### src/dumpPkg.sv
package dumpPkg;

    ////////////////////////////////////////
    // Debug word layout
    ////////////////////////////////////////

    // Word presented by the CPU
    localparam int wordWidth = 32;

    // Bytes sent per dump, MSB first
    localparam int bytesPerWord = 4;

    // Cycles the button is ignored after a dump
    localparam int defaultHoldoff = 1048575;

    // Dump sequencer FSM
    typedef enum logic [1:0] {
        seqIdle,
        seqPush,
        seqHoldoff,
        seqWaitRelease
    } seqStateT;

endpackage

### src/uartPkg.sv
package uartPkg;

    ////////////////////////////////////////
    // Serial line timing
    ////////////////////////////////////////

    // Data byte carried by one frame
    localparam int byteWidth = 8;

    // 27 MHz system clock at 115200 baud
    localparam int defaultClksPerBit = 234;

    ////////////////////////////////////////
    // 8N1 frame layout
    ////////////////////////////////////////

    localparam logic idleLevel  = 1'b1;
    localparam logic startLevel = 1'b0;
    localparam logic stopLevel  = 1'b1;

    // Transmitter FSM
    typedef enum logic [1:0] {
        txIdle,
        txStart,
        txData,
        txStop
    } txStateT;

endpackage

### src/byteFifo.sv
`timescale 1ns/10ps

module byteFifo #(
    parameter int FIFO_DEPTH = 4
) (
    input  logic                            clk,
    input  logic                            rstN,
    input  logic                            push,
    input  logic [uartPkg::byteWidth-1:0]   wrData,
    input  logic                            pop,
    output logic [uartPkg::byteWidth-1:0]   rdData,
    output logic                            full,
    output logic                            empty
);

    localparam int addrWidth = $clog2(FIFO_DEPTH);

    logic [uartPkg::byteWidth-1:0] mem [FIFO_DEPTH];

    // Extra MSB tells a full buffer from an empty one
    logic [addrWidth:0] wrPtr;
    logic [addrWidth:0] rdPtr;

    always_ff @(posedge clk) begin
        if (!rstN) begin
            wrPtr <= '0;
            rdPtr <= '0;
        end else begin
            if (push) begin
                wrPtr <= wrPtr + 1'b1;
            end
            if (pop) begin
                rdPtr <= rdPtr + 1'b1;
            end
        end
    end

    always_ff @(posedge clk) begin
        if (push) begin
            mem[wrPtr[addrWidth-1:0]] <= wrData;
        end
    end

    // Head byte falls through without a read cycle
    assign rdData = mem[rdPtr[addrWidth-1:0]];

    assign empty = (wrPtr == rdPtr);
    assign full  = (wrPtr[addrWidth] != rdPtr[addrWidth]) &&
                   (wrPtr[addrWidth-1:0] == rdPtr[addrWidth-1:0]);

    ////////////////////////////////////////
    // Protocol checks on both neighbours
    ////////////////////////////////////////

    assert property (@(posedge clk) disable iff (!rstN) push |-> !full)
        else $error("byteFifo: write into a full FIFO");

    assert property (@(posedge clk) disable iff (!rstN) pop |-> !empty)
        else $error("byteFifo: read from an empty FIFO");

endmodule

### src/debugUart.sv
`timescale 1ns/10ps

module debugUart #(
    parameter int CLKS_PER_BIT   = uartPkg::defaultClksPerBit,
    parameter int HOLDOFF_CYCLES = dumpPkg::defaultHoldoff,
    parameter int FIFO_DEPTH     = 4
) (
    input  logic                            clk,
    input  logic                            rstN,
    input  logic                            btnDump,
    input  logic [dumpPkg::wordWidth-1:0]   debugWord,
    output logic                            uartTx
);

    // Sequencer to FIFO
    logic                          push;
    logic [uartPkg::byteWidth-1:0] wrData;
    logic                          full;

    // FIFO to transmitter
    logic [uartPkg::byteWidth-1:0] rdData;
    logic                          empty;
    logic                          pop;

    dumpSequencer #(
        .HOLDOFF_CYCLES(HOLDOFF_CYCLES)
    ) uSequencer (
        .clk       (clk),
        .rstN      (rstN),
        .btnDump   (btnDump),
        .debugWord (debugWord),
        .full      (full),
        .push      (push),
        .wrData    (wrData)
    );

    byteFifo #(
        .FIFO_DEPTH(FIFO_DEPTH)
    ) uFifo (
        .clk    (clk),
        .rstN   (rstN),
        .push   (push),
        .wrData (wrData),
        .pop    (pop),
        .rdData (rdData),
        .full   (full),
        .empty  (empty)
    );

    uartTransmitter #(
        .CLKS_PER_BIT(CLKS_PER_BIT)
    ) uTransmitter (
        .clk    (clk),
        .rstN   (rstN),
        .rdData (rdData),
        .empty  (empty),
        .pop    (pop),
        .uartTx (uartTx)
    );

endmodule

### src/dumpSequencer.sv
`timescale 1ns/10ps

module dumpSequencer #(
    parameter int HOLDOFF_CYCLES = dumpPkg::defaultHoldoff
) (
    input  logic                            clk,
    input  logic                            rstN,
    input  logic                            btnDump,
    input  logic [dumpPkg::wordWidth-1:0]   debugWord,
    input  logic                            full,
    output logic                            push,
    output logic [uartPkg::byteWidth-1:0]   wrData
);

    localparam int idxWidth  = $clog2(dumpPkg::bytesPerWord);
    localparam int holdWidth = (HOLDOFF_CYCLES > 1) ? $clog2(HOLDOFF_CYCLES) : 1;

    dumpPkg::seqStateT seqState;

    logic [dumpPkg::wordWidth-1:0] capturedWord;
    logic [idxWidth-1:0]           byteIdx;
    logic [holdWidth-1:0]          holdCnt;
    logic                          pressed;
    logic                          canPush;
    logic                          lastByte;
    logic                          holdDone;

    assign pressed  = (seqState == dumpPkg::seqIdle) && !btnDump;

    // Push is registered, so a byte in flight is not yet counted in full.
    // Skipping the cycle after each push keeps full accurate when we look at it.
    assign canPush  = (seqState == dumpPkg::seqPush) && !full && !push;

    assign lastByte = (byteIdx == idxWidth'(dumpPkg::bytesPerWord - 1));
    assign holdDone = (holdCnt == holdWidth'(HOLDOFF_CYCLES - 1));

    ////////////////////////////////////////
    // Control
    ////////////////////////////////////////

    always_ff @(posedge clk) begin
        if (!rstN) begin
            seqState <= dumpPkg::seqIdle;
            byteIdx  <= '0;
            holdCnt  <= '0;
            push     <= 1'b0;
        end else begin
            push <= canPush;

            case (seqState)
                dumpPkg::seqIdle: begin
                    if (pressed) begin
                        seqState <= dumpPkg::seqPush;
                        byteIdx  <= '0;
                    end
                end

                dumpPkg::seqPush: begin
                    if (canPush) begin
                        byteIdx <= byteIdx + 1'b1;
                        if (lastByte) begin
                            seqState <= dumpPkg::seqHoldoff;
                            holdCnt  <= '0;
                        end
                    end
                end

                dumpPkg::seqHoldoff: begin
                    if (holdDone) begin
                        seqState <= dumpPkg::seqWaitRelease;
                    end else begin
                        holdCnt <= holdCnt + 1'b1;
                    end
                end

                dumpPkg::seqWaitRelease: begin
                    // Button must be let go before the next dump
                    if (btnDump) begin
                        seqState <= dumpPkg::seqIdle;
                    end
                end

                default: begin
                    seqState <= dumpPkg::seqIdle;
                end
            endcase
        end
    end

    ////////////////////////////////////////
    // Word capture and byte split
    ////////////////////////////////////////

    always_ff @(posedge clk) begin
        if (pressed) begin
            capturedWord <= debugWord;
        end else if (canPush) begin
            // Next byte moves up to the top
            capturedWord <= capturedWord << uartPkg::byteWidth;
        end

        if (canPush) begin
            wrData <= capturedWord[dumpPkg::wordWidth-1 -: uartPkg::byteWidth];
        end
    end

    // Back-pressure from the FIFO must never cost a byte
    assert property (@(posedge clk) disable iff (!rstN) push |-> !full)
        else $error("dumpSequencer: push while FIFO full");

endmodule

### src/uartTransmitter.sv
`timescale 1ns/10ps

module uartTransmitter #(
    parameter int CLKS_PER_BIT = uartPkg::defaultClksPerBit
) (
    input  logic                            clk,
    input  logic                            rstN,
    input  logic [uartPkg::byteWidth-1:0]   rdData,
    input  logic                            empty,
    output logic                            pop,
    output logic                            uartTx
);

    localparam int cntWidth = (CLKS_PER_BIT > 1) ? $clog2(CLKS_PER_BIT) : 1;
    localparam int idxWidth = $clog2(uartPkg::byteWidth);

    uartPkg::txStateT txState;

    logic [cntWidth-1:0]           clkCnt;
    logic [idxWidth-1:0]           bitIdx;
    logic [uartPkg::byteWidth-1:0] shiftByte;
    logic                          txLine;
    logic                          bitDone;
    logic                          lastBit;

    assign bitDone = (clkCnt == cntWidth'(CLKS_PER_BIT - 1));
    assign lastBit = (bitIdx == idxWidth'(uartPkg::byteWidth - 1));

    // Take the head byte as soon as the line is free
    assign pop = (txState == uartPkg::txIdle) && !empty;

    assign uartTx = txLine;

    ////////////////////////////////////////
    // Frame FSM
    ////////////////////////////////////////

    // The line register follows the state one cycle later
    always_ff @(posedge clk) begin
        if (!rstN) begin
            txState <= uartPkg::txIdle;
            clkCnt  <= '0;
            bitIdx  <= '0;
            txLine  <= uartPkg::idleLevel;
        end else begin
            case (txState)
                uartPkg::txIdle: begin
                    txLine <= uartPkg::idleLevel;
                    clkCnt <= '0;
                    if (pop) begin
                        txState <= uartPkg::txStart;
                    end
                end

                uartPkg::txStart: begin
                    txLine <= uartPkg::startLevel;
                    if (bitDone) begin
                        clkCnt  <= '0;
                        bitIdx  <= '0;
                        txState <= uartPkg::txData;
                    end else begin
                        clkCnt <= clkCnt + 1'b1;
                    end
                end

                uartPkg::txData: begin
                    // LSB first
                    txLine <= shiftByte[0];
                    if (bitDone) begin
                        clkCnt <= '0;
                        bitIdx <= bitIdx + 1'b1;
                        if (lastBit) begin
                            txState <= uartPkg::txStop;
                        end
                    end else begin
                        clkCnt <= clkCnt + 1'b1;
                    end
                end

                uartPkg::txStop: begin
                    txLine <= uartPkg::stopLevel;
                    if (bitDone) begin
                        clkCnt  <= '0;
                        txState <= uartPkg::txIdle;
                    end else begin
                        clkCnt <= clkCnt + 1'b1;
                    end
                end

                default: begin
                    txState <= uartPkg::txIdle;
                end
            endcase
        end
    end

    ////////////////////////////////////////
    // Data shifter
    ////////////////////////////////////////

    always_ff @(posedge clk) begin
        if (pop) begin
            shiftByte <= rdData;
        end else if (txState == uartPkg::txData && bitDone) begin
            shiftByte <= shiftByte >> 1;
        end
    end

    // First Stop cycle still shows the last data bit through the line register
    assert property (@(posedge clk) disable iff (!rstN)
        (txState == uartPkg::txIdle || (txState == uartPkg::txStop && clkCnt != '0))
            |-> uartTx)
        else $error("uartTransmitter: line low outside a start or data bit");

endmodule
### config.mk
export PLATFORM = sky130hd
export DESIGN_NAME = debugUart
export DESIGN_NICKNAME = d
export VERILOG_FILES = /design/src/dumpPkg.sv /design/src/uartPkg.sv /design/src/byteFifo.sv /design/src/debugUart.sv /design/src/dumpSequencer.sv /design/src/uartTransmitter.sv
export SDC_FILE = /design/constraint.sdc
export NUM_CORES = 1
export LEC_CHECK = 0
export BUFFER_PORTS_ARGS = -buffer_cell sky130_fd_sc_hd__buf_4
export CAP_MARGIN = 10
export CORE_ASPECT_RATIO = 0.6
export CORE_MARGIN = 2
export CORE_UTILIZATION = 55
export CTS_BUF_LIST = sky130_fd_sc_hd__clkbuf_8
export DETAILED_ROUTE_END_ITERATION = 7
export PLACE_DENSITY = 0.84
export REMOVE_ABC_BUFFERS = 1
export SLEW_MARGIN = 25
export SYNTH_ARGS = -nofsm -noshare
export SYNTH_HDL_FRONTEND = slang
export SYNTH_SLANG_ARGS = --single-unit
### constraint.sdc
create_clock -name clk -period 5.1 [get_ports clk]
set_clock_uncertainty 0.2 [all_clocks]
set_input_delay 0 -clock clk [delete_from_list [all_inputs] [get_ports clk]]
set_output_delay 0 -clock clk [all_outputs]
set_load 0.1 [all_outputs]
Word level (Yosys, flattened, before mapping)
Memories as Yosys holds them, arrays and structs flattened. A register that Yosys moved wholly into a read port is not among the register bits.
Index checks and enable logic that the tools add are counted.
- bits in writable memories: 32
- input port bits: 35
- register bits after elaboration: 93
- memories kept: 1
- eq/ne operators: 24
- add/subtract/negate cells: 6
- multiplexer cells: 33
- reduce and logical (&&, ||, !) cells: 24
- memory list (memory ; words ; bits a word ; read ports ; clocked after Yosys merged registers in ; write ports ; line ; text):
    uFifo.mem ; 4 ; 8 ; 1 ; 1 ; 1 ; byteFifo.sv:18 ; logic [uartPkg::byteWidth-1:0] mem [FIFO_DEPTH];
- operators with widths (cell ; number):
    $mux 32 ; 2
    $mux 20 ; 3
    $pmux 20 s2 ; 1
    $mux 2 ; 14
    $mux 8 ; 3
    $add 20x1->20 const B ; 1
    $eq 20x20->1 const B ; 1
    $ne 2x1->1 const B ; 8
    $pmux 2 s4 ; 2
    $pmux 8 s2 ; 1
    $eq 2x2->1 const B ; 5
    $reduce_and 5->1 ; 2
    $reduce_bool 2->1 ; 5
    $add 3x1->3 const B ; 3
    $add 8x1->8 const B ; 1
    $eq 8x8->1 const B ; 1
    $logic_and 1x1->1 ; 6
    $mux 3 ; 2
    $ne 2x2->1 const B ; 3
    $pmux 3 s2 ; 1
    $reduce_and 3->1 ; 2
    $eq 2x1->1 const B ; 2
    $logic_not 1->1 ; 4
    $logic_not 2->1 ; 2
    other kinds (11) ; 12

Depth between registers and ports, before layout
- word-level depth: 7
- mapped depth: 8
- gate-level depth less buffers: 7

Cells and area by module
Synthesis repeated with hierarchy kept, for this count alone.
- cell total of the unflattened synthesis: 443
- area, all modules: 5665.4 um^2
- by module, submodules not included (module ; instances ; cells an instance ; area each (um^2)):
    dumpSequencer ; 1 ; 261 ; 3035.4
    byteFifo ; 1 ; 83 ; 1561.5
    uartTransmitter ; 1 ; 99 ; 1068.5

Worst setup path after synthesis
No wires, ideal clock.
- path kind: register -> register
- start: reg uFifo.wrPtr[0]
- end: reg uSequencer.capturedWord[0] in the netlist's numbering, enable pin
- setup slack: 2731 ps
- data required time: 4525 ps
- buffers on the path: 0
- setup time: 375 ps
- clock period less this slack: 2369 ps
- cell stages (with the launch flop): 5
- data arrival time: 1795 ps
- path through: dfxtp_1 > xnor2_1 > a31oi_1 > and2_1 > or2_2
- longest elaborated chain between the ends: 6
- RTL lines (what ; line ; text):
    start: declaration ; byteFifo.sv:21 ; logic [addrWidth:0] wrPtr;
    start signal: assignment ; byteFifo.sv:30 ; wrPtr <= wrPtr + 1'b1;
    $eq 2x2->1 ; byteFifo.sv:49 ; (wrPtr[addrWidth-1:0] == rdPtr[addrWidth-1:0]);
    $logic_and 1x1->1 ; byteFifo.sv:48 ; assign full = (wrPtr[addrWidth] != rdPtr[addrWidth]) &&
    $logic_not 1->1 ; dumpSequencer.sv:32 ; assign canPush = (seqState == dumpPkg::seqPush) && !full && !push;
    $logic_and 1x1->1 (2 in a row) ; dumpSequencer.sv:32 ;
    net uSequencer.canPush ; dumpSequencer.sv:24 ; logic canPush;
    $reduce_bool 2->1 (no line) ; - ;
    end signal: assignment ; dumpSequencer.sv:96 ; capturedWord <= debugWord;
    end signal: assignment ; dumpSequencer.sv:99 ; capturedWord <= capturedWord << uartPkg::byteWidth;
    end: declaration ; dumpSequencer.sv:20 ; logic [dumpPkg::wordWidth-1:0] capturedWord;
The timed path passes the listed nets, and every way through them passes these cells.
A chain may end at the register's enable or synchronous reset.

Worst setup path after layout
- start: reg uFifo.wrPtr[0]
- end: reg uSequencer.capturedWord[6] in the netlist's numbering, enable pin
Same word-level chain as after synthesis.

==> results by group <==
Global routing
  – Global-route wire length before repair: 18400 um
  – Largest net degree at the start of global routing: 34
  – Total GRT Usage: about a fifth
  – Grt total ovfl: 0
  – Number of global-route vias before repair: ~3900
  – Initial antenna violation count: 0

Detailed routing
  – DR iter-0 viols: ~300
  – Routed vias: 3828
  – Final ANT Viol Nets: 0
  – WL/cell: around 17 um
  – Drt total wl: 11200 um
  – Vias per cell: 5.68
  – Drt pass-1 iters: 5
  – DRC violations left: 0

Layout
  – Commonest non-fill, non-tap cell in the layout: edfxtp_1
  – Fin cells: 674
  – Seq. cell area: 3340 um2
  – Multi-input gate area: between 2000 and 2500 um2
  – P&R area growth vs syn: 18.4%
  – Share of post-route cells with drive strength above 1: approximately a quarter
  – Most frequent cells in the layout: edfxtp_1, dfxtp_1, nand2_1, buf_4, dlygate4sd3_1
  – ANT cells: 0
  – Layout net count: 582
  – FILL cells: 656

Place
  – Dpl ws: 2330 ps
  – IO buf count: 35
  – GPL Wtd Cong: 0.844
  – Post-DP HPWL: 7150 um
  – Placed instance count: 608

Die
  – Starting Density: 57.6%
  – Die area: around 11000 um2
  – I/O pin count: 36
  – Chip width: 136 um
  – CORE AREA: a little over 10000 um2
  – DIE HEIGHT: 83.5 um
  – # rows: 28

Setup path
  – Critical path endpoint category: flip-flop
  – Reg2reg start: uFifo.wrPtr[0]$_SDFFE_PN0P_
  – Reg2reg end: uSequencer.capturedWord[6]$_SDFFCE_PN0P_
  – Crit Path Max Fanout: 32
  – Startpoint Class: flip-flop
  – Crit-path cells: xnor2_1, a31oi_1, and2_1, or2_2
  – WS Path Type: reg2reg
  – Reg-to-reg slack, setup: around 2300 ps
  – CP peak stage delay: 660 ps
  – Worst Path Required: 4980 ps
  – FF-to-FF path depth: 4
  – CP arrival: 2680 ps
  – Slowest-stage cell, CP: or2_2

Timing
  – Fin crit period: ~2800 ps
  – Final total negative setup slack: 0 ps
  – Final worst slack: roughly 2300 ps
  – Worst slew margin: between 50% and 60%
  – Least-Margin Pin Slew: 726 ps
  – RSZ-0062 raised after global routing: false
  – # setup viols final: 0
  – Final Slew Violations: 0
  – Hold Vio Cnt, Final: 0
  – Hold slack: 188 ps
  – Final worst path period share: a little over half
  – Max frequency: ~360 MHz

Worst hold path
  – Hold Startpoint: debugWord[3]
  – WHS Path Cells: 3
  – Hold crit path type: in2reg
  – Hold endpoint: uSequencer.capturedWord[3]$_SDFFCE_PN0P_

Clock network
  – Clock latency at the later pin of the worst-skew pair: 450 ps
  – CTS Buffer Depth: 2
  – Cts repair resizes: 0
  – Number of CTS-inserted buffers: 17
  – CTS tree: done
  – CTS Sinks: 127
  – Root Buffer: clkbuf_8
  – Clock transition at the registers of the reported paths: about 90 ps
  – H-tree depth: 4

Logic synthesis
  – Register area share after synthesis: 57.7%
  – Distinct cell type count after synthesis: 57
  – Cell accounting for the most synthesized area: edfxtp_1
  – Mean Syn Cell Area: 12.6 um2
  – Top cells by area, synth: edfxtp_1, dfxtp_1, mux2_2, ha_1, mux4_2
  – Synth top area share: 41.5%
  – Post-synth EDFFs: 80
  – Most used DFF post-synth: edfxtp_1
  – Yosys Warn Count: 0
  – Area of the mapped netlist: 5790 um2
  – Cell count after synthesis: 459
  – Synth Register Bits: 127
  – Ys async rst share: 0%

Pwr
  – Seq pwr share: 47.5%
  – Design Power: 3.37 mW
  – Leak: 2.46 nW
  – Clock share of power: a little over a quarter
  – Sw power: 1.03 mW
  – IR Drop Worst-Case VDD: 0.325 mV
  – Int Power: 2.33 mW
  – Gate power share: 25.5%
  – Pwr dens: 491 nW/um2
  – Sw Ratio: 30.7%

Run status
  – Status: complete, no violations

Job
  – MaxCap Viol Count: 0
[logic make-up (layout without fill, tap and decap cells)]
| family | Yosys count | in the layout | share of synthesized area, % |
|---|---|---|---|
| AO/OA/AOI/OAI | 69 | 69 | 9.18 |
| XOR/XNOR | 15 | 15 | 2.27 |
| flip-flops | 127 | 127 | 57.7 |
| multiplexers | 45 | 45 | 10.2 |
| buffers and inverters | 39 | 119 | 3.54 |
| adder cells (fa/ha/maj) | 21 | 21 | 4.54 |
| AND/OR/NAND/NOR | 143 | 143 | 12.6 |
[final cells by class]
cell class                 count  share of cell area, %
sequential                   127                   48.8
clock buffer                  17                   3.41
tap                          135                   2.46
multi-input combinational    293                   32.7
clock inverter                15                   2.72
timing repair buffer          71                   9.02
inverter                      16                  0.876
[synth_stat cells (2+ instances only)]
cell type,instances
clkbuf_8,4
inv_1,15
nor3_1,2
buf_2,3
buf_6,2
edfxtp_1,80
o31ai_1,10
mux2i_1,6
nand3_1,21
a31o_2,8
nand4_1,11
or3_1,2
nand2_1,45
o21ai_0,13
mux2_2,31
nor4b_1,2
mux4_2,8
a21oi_1,7
nor2b_1,2
clkbuf_1,13
xnor2_1,6
a21oi_4,2
a31oi_1,7
and3_1,7
a21o_1,4
ha_1,21
and2_1,13
and4_1,4
xor2_1,9
nor2_1,26
dfxtp_1,47
a21boi_0,2
and2_2,2
[power by group through the flow]
stage	clock network (mW)	registers (mW)	logic, mW
finish	0.908	1.60	0.859
global route	0.964	1.62	0.940
CTS	0.920	1.60	0.856
detailed placement	0	1.62	0.832
global placement	0	1.59	0.788
floorplan	0	1.59	0.617
[critical path, delay by kind of cell (launching register included)]
family / cells / cell delay [ps]
AO/OA/AOI/OAI: 1 / 510
XOR/XNOR: 1 / 160
flip-flops: 1 / 480
AND/OR/NAND/NOR: 2 / 1080
[state kept, by name (all words and copies together), names as in the netlist, 2 cells and up, named ones only]
name                     count
uFifo.mem                   32
uFifo.rdPtr                  3
uFifo.wrPtr                  3
uSequencer.byteIdx           2
uSequencer.capturedWord     32
uSequencer.holdCnt          20
uSequencer.seqState          2
uSequencer.wrData            8
uTransmitter.bitIdx          3
uTransmitter.clkCnt          8
uTransmitter.shiftByte       8
uTransmitter.txState         2
[timing repair]
action,4_1_cts,5_1_grt
hold endpoints to repair,56,0
hold buffers,34,0
setup buffers,0,0
[per-stage QoR]
| stage | area [um2] | util [%] |
|---|---|---|
| final | 6860 | 68.2 |
| after global routing | 6860 | 68.2 |
| after CTS | 6860 | 68.2 |
| after detailed placement | 6090 | 60.6 |
| after global placement | 6090 | 60.6 |
| after floorplan | 5650 | - |
[layer usage]
metal,share of wire (%),track usage (%)
met5,0,0
met4,1.7,9.56
met3,6.1,5.59
met2,48,33.8
met1,44,26.9
[worst max-delay path by stage]
stage / startpoint / end / slack (ps) / depth (start not counted)
6_report: uFifo.wrPtr[0]$_SDFFE_PN0P_ / uSequencer.capturedWord[6]$_SDFFCE_PN0P_ / 2300 / 4
2_1_floorplan: uSequencer.seqState[0]$_SDFFE_PN0P_ / uSequencer.capturedWord[0]$_SDFFCE_PN0P_ / 1940 / 4
3_3_place_gp: uFifo.wrPtr[0]$_SDFFE_PN0P_ / uSequencer.capturedWord[5]$_SDFFCE_PN0P_ / 2440 / 4
5_1_grt: uFifo.wrPtr[0]$_SDFFE_PN0P_ / uSequencer.capturedWord[17]$_DFFE_PP_ / 2070 / 4
4_1_cts: uFifo.wrPtr[0]$_SDFFE_PN0P_ / uSequencer.capturedWord[27]$_DFFE_PP_ / 2310 / 4
3_5_place_dp: uFifo.wrPtr[0]$_SDFFE_PN0P_ / uSequencer.capturedWord[12]$_DFFE_PP_ / 2330 / 4
(Power assumes the default switching activity.)
